==> config.mk <==
export PLATFORM = sky130hd
export DESIGN_NAME = erx_core
export DESIGN_NICKNAME = d
export VERILOG_FILES = /design/src/rtl/emesh_pkg.sv /design/src/rtl/erx_fifo.sv /design/src/rtl/erx_mmu.sv /design/src/rtl/erx_cfg.sv /design/src/rtl/erx_disty.sv /design/src/rtl/erx_core.sv
export VERILOG_INCLUDE_DIRS = /design/src /design/src/include
export SDC_FILE = /design/constraint.sdc
export NUM_CORES = 2
export LEC_CHECK = 0
export BUFFER_PORTS_ARGS = -buffer_cell sky130_fd_sc_hd__buf_2
export CAP_MARGIN = 5
export CORE_ASPECT_RATIO = 1.25
export CORE_UTILIZATION = 35
export DETAILED_ROUTE_END_ITERATION = 10
export GPL_TIMING_DRIVEN = 1
export PLACE_DENSITY = 0.62
export SKIP_CTS_REPAIR_TIMING = 1
export SLEW_MARGIN = 10
export SYNTH_ARGS = -nofsm -noshare
export SYNTH_HDL_FRONTEND = slang
export SYNTH_SLANG_ARGS = --single-unit
export TNS_END_PERCENT = 30
==> constraint.sdc <==
create_clock -name clk -period 23.4 [get_ports clk]
set_input_delay 5.85 -clock clk [delete_from_list [all_inputs] [get_ports clk]]
set_output_delay 5.85 -clock clk [all_outputs]
set_load 0.02 [all_outputs]
==> src/include/elink_consts.svh <==
`ifndef ELINK_CONSTS_SVH
`define ELINK_CONSTS_SVH

// ####################################################################
// Link packet and address map
// ####################################################################

// Flat packet width on the link
`define ELINK_PW 104

// Chip ID in dstaddr[31:20]
`define ELINK_ID 12'h800

// Receive register group in dstaddr[19:16]
`define ELINK_GROUP_RX 4'hE

// Read-response register word offset in dstaddr[5:2]
`define ELINK_RXRR_OFS 4'h8

// ####################################################################
// Queues and watchdog
// ####################################################################

`define ELINK_FIFO_DEPTH 8
// Watchdog limit after reset, in cycles
`define ELINK_TIMEOUT_DEF 32'd64
// Payload of a synthesized timeout response
`define ELINK_ERR_DATA 32'hDEADBEEF

`endif

==> src/rtl/emesh_pkg.sv <==
package emesh_pkg;

  // Transfer size of one link access
  typedef enum logic [1:0] {
    DM_BYTE   = 2'b00,
    DM_HALF   = 2'b01,
    DM_WORD   = 2'b10,
    DM_DOUBLE = 2'b11
  } emesh_datamode_e;

  // ####################################################################
  // Link packet, 104 bits, MSB first
  // ####################################################################

  typedef struct packed {
    logic [31:0]     srcaddr;
    logic [31:0]     data;
    logic [31:0]     dstaddr;
    logic [3:0]      ctrlmode;
    emesh_datamode_e datamode;
    logic            write;
    // Unused, keeps the packet at 104 bits
    logic            spare;
  } emesh_packet_t;

  // APB register select, from paddr[7:2]
  typedef enum logic [5:0] {
    REG_CTRL     = 6'd0,
    REG_TIMEOUT  = 6'd1,
    REG_STATUS   = 6'd2,
    // Offsets 16 to 31 all land here
    REG_MMU_BASE = 6'd16,
    REG_NONE     = 6'd63
  } apb_reg_e;

endpackage

==> src/rtl/erx_fifo.sv <==
`timescale 1ns/1ps
`include "elink_consts.svh"

module erx_fifo #(
  parameter int DEPTH = `ELINK_FIFO_DEPTH
) (
  input  logic                     clk,
  input  logic                     rst,
  input  logic                     in_access,
  input  emesh_pkg::emesh_packet_t in_packet,
  output logic                     in_wait,
  output logic                     out_access,
  output emesh_pkg::emesh_packet_t out_packet,
  input  logic                     out_wait
);
  import emesh_pkg::*;

  localparam int AW = (DEPTH > 1) ? $clog2(DEPTH) : 1;

  // Storage
  emesh_packet_t mem [DEPTH];
  logic [AW-1:0] wr_ptr;
  logic [AW-1:0] rd_ptr;
  // Fill level, one bit wider than the pointers
  logic [AW:0]   count;
  logic          push;
  logic          pop;

  // Push side stalls on full only
  assign in_wait    = (count == (AW+1)'(DEPTH));
  assign out_access = (count != '0);
  // Head of queue shown directly
  assign out_packet = mem[rd_ptr];

  assign push = in_access & ~in_wait;
  assign pop  = out_access & ~out_wait;

  always_ff @(posedge clk) begin
    if (push) begin
      mem[wr_ptr] <= in_packet;
    end
  end

  // Pointers wrap at DEPTH
  always_ff @(posedge clk) begin
    if (rst) begin
      wr_ptr <= '0;
      rd_ptr <= '0;
      count  <= '0;
    end else begin
      if (push) begin
        wr_ptr <= (wr_ptr == AW'(DEPTH-1)) ? '0 : wr_ptr + 1'b1;
      end
      if (pop) begin
        rd_ptr <= (rd_ptr == AW'(DEPTH-1)) ? '0 : rd_ptr + 1'b1;
      end
      // Level only moves when exactly one side fires
      case ({push, pop})
        2'b10:   count <= count + 1'b1;
        2'b01:   count <= count - 1'b1;
        default: count <= count;
      endcase
    end
  end

endmodule

==> src/rtl/erx_mmu.sv <==
`timescale 1ns/1ps

module erx_mmu (
  input  logic                     clk,
  input  logic                     rst,
  // Packet stream in
  input  logic                     in_access,
  input  emesh_pkg::emesh_packet_t in_packet,
  output logic                     in_wait,
  // Remapped stream out
  output logic                     out_access,
  output emesh_pkg::emesh_packet_t out_packet,
  input  logic                     out_wait,
  // Control and table port
  input  logic                     mmu_enable,
  input  logic                     tbl_we,
  input  logic [3:0]               tbl_idx,
  input  logic [11:0]              tbl_data,
  output logic [11:0]              tbl_rdata
);
  import emesh_pkg::*;

  // ####################################################################
  // Translation table
  // ####################################################################

  // 16 entries, one per dstaddr[31:28] region
  logic [11:0]   tbl [16];
  emesh_packet_t remap_pkt;
  logic          slot_full;

  always_ff @(posedge clk) begin
    if (tbl_we) begin
      tbl[tbl_idx] <= tbl_data;
    end
  end

  // Readback for APB, no register stage
  assign tbl_rdata = tbl[tbl_idx];

  // ####################################################################
  // Remap and output slot
  // ####################################################################

  always_comb begin
    remap_pkt = in_packet;
    // Upper 12 bits of the address come from the table
    if (mmu_enable) begin
      remap_pkt.dstaddr[31:20] = tbl[in_packet.dstaddr[31:28]];
    end
  end

  // Slot frees up whenever the consumer takes it
  assign in_wait    = slot_full & out_wait;
  assign out_access = slot_full;

  // Slot valid
  always_ff @(posedge clk) begin
    if (rst) begin
      slot_full <= 1'b0;
    end else if (!in_wait) begin
      slot_full <= in_access;
    end
  end

  // Slot payload
  always_ff @(posedge clk) begin
    if (!in_wait && in_access) begin
      out_packet <= remap_pkt;
    end
  end

endmodule

==> src/rtl/erx_cfg.sv <==
`timescale 1ns/1ps
`include "elink_consts.svh"

module erx_cfg (
  input  logic        clk,
  input  logic        rst,
  // APB slave
  input  logic        psel,
  input  logic        penable,
  input  logic        pwrite,
  input  logic [7:0]  paddr,
  input  logic [31:0] pwdata,
  output logic [31:0] prdata,
  output logic        pready,
  output logic        pslverr,
  // MMU control and table port
  output logic        mmu_enable,
  output logic        mmu_tbl_we,
  output logic [3:0]  mmu_tbl_idx,
  output logic [11:0] mmu_tbl_data,
  input  logic [11:0] mmu_tbl_rdata,
  // Watchdog events
  input  logic        rd_push,
  input  logic        rr_push,
  output logic        timeout
);
  import emesh_pkg::*;

  apb_reg_e    reg_sel;
  logic        apb_wr;
  logic [31:0] timeout_lim;
  logic [15:0] timeout_cnt;
  logic        pending;
  logic [31:0] wd_cnt;

  // ####################################################################
  // APB decode and registers
  // ####################################################################

  always_comb begin
    if (paddr[7:6] == 2'b01) begin
      reg_sel = REG_MMU_BASE;
    end else begin
      case (paddr[7:2])
        6'd0:    reg_sel = REG_CTRL;
        6'd1:    reg_sel = REG_TIMEOUT;
        6'd2:    reg_sel = REG_STATUS;
        default: reg_sel = REG_NONE;
      endcase
    end
  end

  // Zero wait states, never an error
  assign pready  = 1'b1;
  assign pslverr = 1'b0;
  assign apb_wr  = psel & penable & pwrite;

  // Table writes pass straight through
  assign mmu_tbl_we   = apb_wr & (reg_sel == REG_MMU_BASE);
  assign mmu_tbl_idx  = paddr[5:2];
  assign mmu_tbl_data = pwdata[11:0];

  always_ff @(posedge clk) begin
    if (rst) begin
      mmu_enable  <= 1'b0;
      timeout_lim <= `ELINK_TIMEOUT_DEF;
    end else if (apb_wr) begin
      if (reg_sel == REG_CTRL) mmu_enable <= pwdata[0];
      if (reg_sel == REG_TIMEOUT) timeout_lim <= pwdata;
    end
  end

  always_comb begin
    case (reg_sel)
      REG_CTRL:     prdata = {31'h0, mmu_enable};
      REG_TIMEOUT:  prdata = timeout_lim;
      // Sticky count high, pending flag low
      REG_STATUS:   prdata = {timeout_cnt, 15'h0, pending};
      REG_MMU_BASE: prdata = {20'h0, mmu_tbl_rdata};
      default:      prdata = 32'h0;
    endcase
  end

  // ####################################################################
  // Read-response watchdog
  // ####################################################################

  always_ff @(posedge clk) begin
    if (rst) begin
      pending <= 1'b0;
      wd_cnt  <= '0;
      timeout <= 1'b0;
    end else begin
      timeout <= 1'b0;
      if (rd_push) begin
        // New read restarts the count
        pending <= 1'b1;
        wd_cnt  <= '0;
      end else if (rr_push) begin
        pending <= 1'b0;
        wd_cnt  <= '0;
      end else if (pending) begin
        if (wd_cnt + 1'b1 == timeout_lim) begin
          timeout <= 1'b1;
          pending <= 1'b0;
          wd_cnt  <= '0;
        end else begin
          wd_cnt <= wd_cnt + 1'b1;
        end
      end
    end
  end

  // Sticky timeout count, any status write clears it
  always_ff @(posedge clk) begin
    if (rst) begin
      timeout_cnt <= '0;
    end else if (apb_wr && reg_sel == REG_STATUS) begin
      timeout_cnt <= '0;
    end else if (timeout) begin
      timeout_cnt <= timeout_cnt + 1'b1;
    end
  end

endmodule

==> src/rtl/erx_disty.sv <==
`timescale 1ns/1ps
`include "elink_consts.svh"

module erx_disty (
  // From IO
  input  logic                     erx_access,
  input  emesh_pkg::emesh_packet_t erx_packet,
  output logic                     erx_wait,
  output logic                     rx_rd_wait,
  output logic                     rx_wr_wait,
  // Into MMU
  output logic                     mmu_in_access,
  output emesh_pkg::emesh_packet_t mmu_in_packet,
  input  logic                     mmu_in_wait,
  // Out of MMU
  input  logic                     emmu_access,
  input  emesh_pkg::emesh_packet_t emmu_packet,
  output logic                     emmu_wait,
  // From DMA
  input  logic                     edma_access,
  input  emesh_pkg::emesh_packet_t edma_packet,
  output logic                     edma_wait,
  // Master write FIFO
  output logic                     wr_fifo_access,
  output emesh_pkg::emesh_packet_t wr_fifo_packet,
  input  logic                     wr_fifo_wait,
  // Master read FIFO
  output logic                     rd_fifo_access,
  output emesh_pkg::emesh_packet_t rd_fifo_packet,
  input  logic                     rd_fifo_wait,
  // Slave read-response FIFO
  output logic                     rr_fifo_access,
  output emesh_pkg::emesh_packet_t rr_fifo_packet,
  input  logic                     rr_fifo_wait,
  // Watchdog
  input  logic                     timeout,
  output logic                     rr_push
);
  import emesh_pkg::*;

  logic          rr_hit;
  logic          emmu_read;
  emesh_packet_t err_pkt;

  // ####################################################################
  // Read-response detect on the raw stream
  // ####################################################################

  // Write to our own RXRR register
  assign rr_hit = erx_packet.write &
                  (erx_packet.dstaddr[31:20] == `ELINK_ID) &
                  (erx_packet.dstaddr[19:16] == `ELINK_GROUP_RX) &
                  (erx_packet.dstaddr[5:2] == `ELINK_RXRR_OFS);

  // Fixed answer for a read nobody responded to
  assign err_pkt = '{srcaddr: 32'h0, data: `ELINK_ERR_DATA,
                     dstaddr: {`ELINK_ID, `ELINK_GROUP_RX, 16'h0},
                     ctrlmode: 4'h0, datamode: DM_WORD, write: 1'b1, spare: 1'b0};

  // Timeout owns the response FIFO input for its cycle
  assign rr_push        = erx_access & rr_hit & ~erx_wait;
  assign rr_fifo_access = timeout | rr_push;
  assign rr_fifo_packet = timeout ? err_pkt : erx_packet;

  // Everything else goes through the MMU
  assign mmu_in_access = erx_access & ~rr_hit & ~erx_wait;
  assign mmu_in_packet = erx_packet;

  // ####################################################################
  // Write and read steering after the MMU
  // ####################################################################

  assign emmu_read      = emmu_access & ~emmu_packet.write;
  assign wr_fifo_access = emmu_access & emmu_packet.write;
  assign wr_fifo_packet = emmu_packet;

  // MMU read wins over DMA
  assign rd_fifo_access = emmu_read | edma_access;
  assign rd_fifo_packet = emmu_read ? emmu_packet : edma_packet;

  // ####################################################################
  // Wait combining
  // ####################################################################

  assign emmu_wait  = emmu_access & (emmu_packet.write ? wr_fifo_wait : rd_fifo_wait);
  assign edma_wait  = rd_fifo_wait | emmu_read;
  assign rx_rd_wait = rd_fifo_wait;
  // Response writes also stall behind a timeout
  assign rx_wr_wait = wr_fifo_wait | rr_fifo_wait | timeout;
  assign erx_wait   = rx_rd_wait | rx_wr_wait | mmu_in_wait;

endmodule

==> src/rtl/erx_core.sv <==
`timescale 1ns/1ps
`include "elink_consts.svh"

module erx_core (
  input  logic                 clk,
  input  logic                 rst,
  // Link input
  input  logic                 erx_access,
  input  logic [`ELINK_PW-1:0] erx_packet,
  output logic                 erx_wait,
  output logic                 rx_rd_wait,
  output logic                 rx_wr_wait,
  // DMA input
  input  logic                 edma_access,
  input  logic [`ELINK_PW-1:0] edma_packet,
  output logic                 edma_wait,
  // Master write queue
  output logic                 wr_access,
  output logic [`ELINK_PW-1:0] wr_packet,
  input  logic                 wr_wait,
  // Master read queue
  output logic                 rd_access,
  output logic [`ELINK_PW-1:0] rd_packet,
  input  logic                 rd_wait,
  // Slave read-response queue
  output logic                 rr_access,
  output logic [`ELINK_PW-1:0] rr_packet,
  input  logic                 rr_wait,
  // APB
  input  logic                 psel,
  input  logic                 penable,
  input  logic                 pwrite,
  input  logic [7:0]           paddr,
  input  logic [31:0]          pwdata,
  output logic [31:0]          prdata,
  output logic                 pready,
  output logic                 pslverr
);
  import emesh_pkg::*;

  // Typed views of the flat ports
  emesh_packet_t erx_pkt, edma_pkt;
  emesh_packet_t wr_out_pkt, rd_out_pkt, rr_out_pkt;
  // MMU links
  logic          mmu_in_access, mmu_in_wait;
  emesh_packet_t mmu_in_packet;
  logic          emmu_access, emmu_wait;
  emesh_packet_t emmu_packet;
  logic          mmu_enable, mmu_tbl_we;
  logic [3:0]    mmu_tbl_idx;
  logic [11:0]   mmu_tbl_data, mmu_tbl_rdata;
  // FIFO push sides
  logic          wr_fifo_access, wr_fifo_wait;
  logic          rd_fifo_access, rd_fifo_wait;
  logic          rr_fifo_access, rr_fifo_wait;
  emesh_packet_t wr_fifo_packet, rd_fifo_packet, rr_fifo_packet;
  // Watchdog events
  logic          timeout, rr_push, rd_push;

  assign erx_pkt   = emesh_packet_t'(erx_packet);
  assign edma_pkt  = emesh_packet_t'(edma_packet);
  assign wr_packet = wr_out_pkt;
  assign rd_packet = rd_out_pkt;
  assign rr_packet = rr_out_pkt;

  // Any accepted read push arms the watchdog
  assign rd_push = rd_fifo_access & ~rd_fifo_wait;

  erx_cfg i_cfg (
    .clk, .rst, .psel, .penable, .pwrite, .paddr, .pwdata, .prdata, .pready, .pslverr,
    .mmu_enable, .mmu_tbl_we, .mmu_tbl_idx, .mmu_tbl_data, .mmu_tbl_rdata,
    .rd_push, .rr_push, .timeout
  );

  erx_mmu i_mmu (
    .clk, .rst,
    .in_access(mmu_in_access), .in_packet(mmu_in_packet), .in_wait(mmu_in_wait),
    .out_access(emmu_access), .out_packet(emmu_packet), .out_wait(emmu_wait),
    .mmu_enable, .tbl_we(mmu_tbl_we), .tbl_idx(mmu_tbl_idx),
    .tbl_data(mmu_tbl_data), .tbl_rdata(mmu_tbl_rdata)
  );

  erx_disty i_disty (
    .erx_access, .erx_packet(erx_pkt), .erx_wait, .rx_rd_wait, .rx_wr_wait,
    .mmu_in_access, .mmu_in_packet, .mmu_in_wait,
    .emmu_access, .emmu_packet, .emmu_wait,
    .edma_access, .edma_packet(edma_pkt), .edma_wait,
    .wr_fifo_access, .wr_fifo_packet, .wr_fifo_wait,
    .rd_fifo_access, .rd_fifo_packet, .rd_fifo_wait,
    .rr_fifo_access, .rr_fifo_packet, .rr_fifo_wait,
    .timeout, .rr_push
  );

  // ####################################################################
  // Output queues
  // ####################################################################

  erx_fifo #(.DEPTH(`ELINK_FIFO_DEPTH)) i_wr_fifo (
    .clk, .rst,
    .in_access(wr_fifo_access), .in_packet(wr_fifo_packet), .in_wait(wr_fifo_wait),
    .out_access(wr_access), .out_packet(wr_out_pkt), .out_wait(wr_wait)
  );

  erx_fifo #(.DEPTH(`ELINK_FIFO_DEPTH)) i_rd_fifo (
    .clk, .rst,
    .in_access(rd_fifo_access), .in_packet(rd_fifo_packet), .in_wait(rd_fifo_wait),
    .out_access(rd_access), .out_packet(rd_out_pkt), .out_wait(rd_wait)
  );

  erx_fifo #(.DEPTH(`ELINK_FIFO_DEPTH)) i_rr_fifo (
    .clk, .rst,
    .in_access(rr_fifo_access), .in_packet(rr_fifo_packet), .in_wait(rr_fifo_wait),
    .out_access(rr_access), .out_packet(rr_out_pkt), .out_wait(rr_wait)
  );

endmodule

======== After elaboration in Yosys (flattened, before gate mapping) ========
Memory sizes are Yosys's and may differ from the RTL's. A register that Yosys moved wholly into a read port is not among the register bits.
Index checks and enable logic that the tools add are counted.
cells by class
  $add $sub $neg .......................... 14
  equal/unequal tests ..................... 25
  multiplexer cells ....................... 36
  bitwise gates (word level) .............. 37
  reductions and logical operators ........ 16
operator list
  operator                                                                count
  104-bit two-way mux                                                     2
  32-bit one-hot mux with 4 select lines                                  1
  3-bit two-way mux                                                       12
  32-bit by 1-bit adder with 32-bit output (second input constant)        1
  32-bit equality test                                                    1
  32-bit two-way mux                                                      1
  4-bit one-hot mux with 2 select lines                                   3
  1-bit bitwise AND                                                       20
  4-bit equality test (second input constant)                             5
  3-bit by 1-bit adder with 3-bit output (second input constant)          6
  3-bit equality test (second input constant)                             6
  6-bit one-hot mux with 3 select lines                                   1
  16-bit by 1-bit adder with 16-bit output (second input constant)        1
  1-bit two-way mux                                                       14
  4-bit by 1-bit adder with 4-bit output (second input constant)          3
  12-bit equality test (second input constant)                            1
  6-bit by 1-bit equality test with 1-bit output (second input constant)  2
  6-bit by 2-bit equality test with 1-bit output (second input constant)  2
  6-bit zero test                                                         2
  12-bit two-way mux                                                      1
  4-bit nonzero test                                                      3
  4-bit by 1-bit subtractor with 4-bit output (second input constant)     3
  1-bit NOT                                                               10
  2-bit by 1-bit equality test with 1-bit output (second input constant)  4
  other kinds (11)                                                        23
storage, ports and cells
  register bits after elaboration ......... 218
  bits in writable memories ............... 2,688
  bits of input ports ..................... 258
  output and inout bits ................... 353
  logic and storage cells ................. 155
  memories ................................ 4
memory list
  name           depth  width  rd ports  clocked after Yosys merged registers in  wr ports  line            source
  i_rd_fifo.mem  8      104    1         1                                        1         erx_fifo.sv:21  emesh_packet_t mem [DEPTH];
  i_rr_fifo.mem  8      104    1         1                                        1         erx_fifo.sv:21
  i_wr_fifo.mem  8      104    1         1                                        1         erx_fifo.sv:21
  i_mmu.tbl      16     12     2         0                                        1         erx_mmu.sv:28   logic [11:0] tbl [16];

======== Logic depth before layout (Yosys ltp) ========
  depth in word-level cells ............... 11
  gate-level depth with buffers ........... 14
  mapped depth without buffers ............ 13

======== By module ========
A second synthesis with hierarchy kept.
unflattened totals
  cells, all modules ...................... 5,545
  area, all modules ....................... 118,373.5 µm²
by module, submodules not included
  module     times used  cells each  area an instance (µm²)  sequential area each (µm²)
  erx_fifo   3           1,277       32,304.7                25,244.2
  erx_mmu    1           526         12,231.7                8,908.5
  erx_cfg    1           725         5,392.7                 1,661.6
  erx_disty  1           462         3,821.2                 0.0
  erx_core   1           1           13.8                    0.0

======== Worst setup path before layout ========
OpenSTA, ideal clock, no wires.
  path type ............................... in2reg
  start point ............................. in erx_packet[38]
  end point ............................... mem i_rr_fifo.mem[4][0] (netlist name), enable pin
  setup time .............................. 858 ps
  arrival ................................. 17,930 ps
  data required time ...................... 22,542 ps
  slack ................................... 4,612 ps
  cell stages on the path ................. 8
  buffers on the path ..................... 1
  path through ............................ clkbuf_1 and4b_1 nand4_1 nor2_1 nand2_1 a21oi_1 inv_1 nor4b_1
between the ends
  word-level cells in the longest chain between the ends .. 10
RTL lines
  what                                     line             source
  start: declaration                       erx_core.sv:9    input logic [`ELINK_PW-1:0] erx_packet,
  12-bit equality test (no source line)    -
  1-bit bitwise AND (3 in a row)           erx_disty.sv:50  assign rr_hit = erx_packet.write &
  1-bit bitwise AND (2 in a row)           erx_disty.sv:61  assign rr_push = erx_access & rr_hit & ~erx_wait;
  1-bit bitwise OR                         erx_disty.sv:62  assign rr_fifo_access = timeout | rr_push;
  1-bit bitwise AND                        erx_fifo.sv:35   assign push = in_access & ~in_wait;
  1-bit two-way mux                        erx_fifo.sv:39   if (push) begin
  1-bit two-way mux (implied by the code)  erx_fifo.sv:40   mem[wr_ptr] <= in_packet;
  end: declaration                         erx_fifo.sv:21
Every way passes these cells.

======== Final worst setup path ========
  start point ............................. in paddr[2]
  end point ............................... out prdata[11]
between the ends
  word-level cells in the longest chain between the ends .. 5
RTL lines
  what                                                                    line            source
  start: declaration                                                      erx_core.sv:33  input logic [7:0] paddr,
  6-bit by 2-bit equality test with 1-bit output (tied with other cells)  erx_cfg.sv:44   case (paddr[7:2])
  6-bit one-hot mux with 3 select lines                                   erx_cfg.sv:44
  6-bit two-way mux                                                       erx_cfg.sv:41   if (paddr[7:6] == 2'b01) begin
  6-bit by 5-bit equality test with 1-bit output (tied with other cells)  erx_cfg.sv:74   case (reg_sel)
  32-bit one-hot mux with 4 select lines (*)                              erx_cfg.sv:74
  end: declaration                                                        erx_core.sv:35  output logic [31:0] prdata,
Every way passes the cells marked *; elsewhere a longest branch is shown, timed or not.

==> impl_metrics.toml <==
[global_route]
grt_remaining_overflow = 0
grt_pass1_wl_um = 415000
met2_usage_pct = 28.4
first_global_vias = 56600
grtUsageMet3_pct = 3.35
met1_usage_pct = 23.7
grt_start_max_net_pins = 106
busiest_layer = "met2"
track_usage_pct = 17.5
antenna_found_initial = 87

[floorplan]
start_util_pct = 35.2
io_pins = 611
die_h_um = 641
rows = 234
die_w_um = 513
dieArea_mm2 = 0.329
core_area_mm2 = 0.325

[logic_synthesis]
synth_top_cell_area_share_pct = 73.3
async_reset_ff_share_pct = 0
synthFlopType = "edfxtp_1"
syn-cell-area_mm2 = 0.114
syn-num-nets = 5550
yosys-top-cells-area = "edfxtp_1 (73%), mux4_2 (15%), mux2_2 (4.2%)"
syn_inst = 5267
synth-edff-count = 2792
synth_top_area_cell = "edfxtp_1"
synth.distinct_cells = 75
ys_ff_latch = 2915
seq_area_frac_synth_pct = 75.4
avgSynthCellArea_um2 = 21.7
yosysWarnings = 0

[critical_path]
setup.worst_path.end_class = "output pin"
r2r_cells = 9
critPathBufInv = 3
critPathMaxFanout = 32
cp.depth = 7
crit_required_ns = 17.55
r2r_slack_ns = 18.82
slowest_stage = "nor2b_4"
criticalPathCategory = "in2out"
start_kind = "input pin"
crit_path_frequent_cell = "buf_4"
cp_cell_sequence = "buf_4, buf_4, nor2b_1, nor2b_4, nand2_1, o21ai_0, buf_2"
path_delay_family = "buffers and inverters"
r2r-start = "i_wr_fifo.count[0]"
startpoint = "paddr[2]"
crit_path_max_incr_delay_ns = 0.67
cp.arrival_ns = 8.46

[min_path]
min_from = "i_cfg.timeout_lim[15]"
hold_depth = 2
hp-class = "reg2reg"

[placement]
placed_cells = 9919
io_buffers = 606
hpwlAfterDp_um = 177000
gp_congestion = 0.859
place_ws_ns = 8.73
place_area_mm2 = 0.123

[pwr]
switching_share_pct = 24.5
finalPower_mw = 12.5
internal-power_mw = 9.46
seqPwrFrac_pct = 48.6
peakVddDrop_mv = 0.0724
p_leak_nw = 41.5
power.density_mw_per_mm2 = 94.4
power.switching_mw = 3.07
comb_power_share_pct = 12.8
clkPwrFrac_pct = 38.6

[final_layout]
final_common_cell = "edfxtp_1"
drive_gt1_share_pct = 38.5
area_delta_synth_final_pct = 16.1
nets = 6261
final_cell_mix = "edfxtp_1 (2792), mux4_2 (741), buf_2 (604)"
fin_cells = 10500
final_core_util_pct = 40.9
n_fill_cell = 28400
fin_area_mm2 = 0.133

[route]
dr.first_iter.drc_count = 4537
vias = 55600
wl_per_cell_um = 28.1
viasPerCell = 5.29
drt_pass1_iterations = 5
ant_nets = 0
wl_um = 295000
drc = 0

[timing]
worst_hold_slack_ns = 0.479
timing.final.crit_share_pct = 61.1
fin_crit_ns = 14.31
drv_slew = 0
finalSetupViolations = 0
rsz0062_at_grt = "false"
finClkSkew_ns = 0.0720
setup_tns_ns = 0
worst_slew_pin_slew_ns = 1.20
fin_ws_ns = 9.09
hold_violations = 0
maxSlewHeadroom_pct = 20.0
fmax_mhz = 69.9

[status]
outcome = "completed"

[clock_network]
clk_latency_ns = 0.88
cts-buffers-inserted = 305
clock_sinks = 2915
clockBufferDepth = 4
path_clk_slew_ns = 0.06
cts_tree = "yes"
root_buffer = "clkbuf_16"
htree_levels = 5

[run]
maxCapViolCount = 0
-- logic make-up after synthesis --
group | synth area share [%]
AND/OR/NAND/NOR | 2.66
other | 0.00656
XOR/XNOR | 0.704
adder cells (fa/ha/maj) | 0.295
flip-flops | 75.4
buffers and inverters | 1.12
AO/OA/AOI/OAI | 0.830
multiplexers | 19.0
-- path summary, 6_finish.rpt --
check	endpoint
max	prdata[11]
min	i_cfg.timeout_lim[15]
max reg2reg	i_rr_fifo.mem[2][42]
min reg2reg	i_cfg.timeout_lim[15]
-- worst min-delay path: stages (launching register included) --
cell and delay [ns]:
dfxtp_1 0.33, nand2_1 0.06, a21oi_1 0.05
-- power groups by stage --
stage	registers [mW]	logic (mW)	clock network, mW
CTS	6.10	1.64	4.96
global placement	6.19	1.62	0
global route	6.12	1.70	5.13
finish	6.10	1.60	4.84
detailed placement	6.21	1.63	0
floorplan	6.14	1.13	0
-- routing by layer --
layer | vias up | wire (µm)
met5 | - | 100
met4 | 18 | 9500
met3 | 452 | 18400
met2 | 1794 | 142000
met1 | 30000 | 125000
li1 | 23400 | -
-- flip-flops by register name, indices dropped and copies added, names as in the netlist, named ones only --
name and count:
i_cfg.timeout_cnt 16, i_rr_fifo.wr_ptr 3, i_wr_fifo.wr_ptr 3, i_cfg.wd_cnt 32, i_rr_fifo.rd_ptr 3, i_wr_fifo.mem 832, i_rd_fifo.count 4, i_cfg.pending 1
i_mmu.out_packet 104, i_mmu.out_access 1, i_rr_fifo.count 4, i_wr_fifo.rd_ptr 3, i_cfg.timeout_lim 32, i_rd_fifo.wr_ptr 3, i_rr_fifo.mem 832, i_cfg.timeout 1
i_wr_fifo.count 4, i_mmu.tbl 192, i_rd_fifo.mem 832, i_cfg.mmu_enable 1, i_rd_fifo.rd_ptr 3
-- cell usage after synthesis (3+ instances only) --
cell         n
edfxtp_1  2792
a211oi_1     3
mux2i_1     17
a21oi_1     69
nor4_1      17
a31oi_1      5
buf_4       10
o21ai_0     21
nand2_1    138
and3_1      11
nor4_4       3
inv_1       29
nand2b_1    14
mux4_2     741
xnor2_1     41
and2_1       5
buf_6        4
a22o_1      17
buf_1       70
or2_2       35
nor3_1      33
ha_1        23
nor3b_1      5
or4_1        8
clkbuf_1   195
nor4b_1      6
nand3_1     29
nand4_1     28
xor2_1      51
nor2b_1     84
dfxtp_1    123
o211ai_1     3
nor2_1     125
or3_1        6
buf_2        8
nand3b_1    10
mux2_2     429
a21o_1       4
a211o_1      3
and4_1       5
-- area by class of cell --
cell class | instances | area, µm² | share of cell area (%)
well taps | 4248 | 5320 | 4.00
multi-input cells | 2032 | 27000 | 20.4
flip-flops and latches | 2915 | 86300 | 65.0
diodes | 43 | 108 | 0.0810
clock inverters | 171 | 1870 | 1.41
inverters | 31 | 116 | 0.0876
clock buffers | 372 | 8040 | 6.05
repair buffers | 693 | 3970 | 2.99
Power figures use the tool's default switching activity.
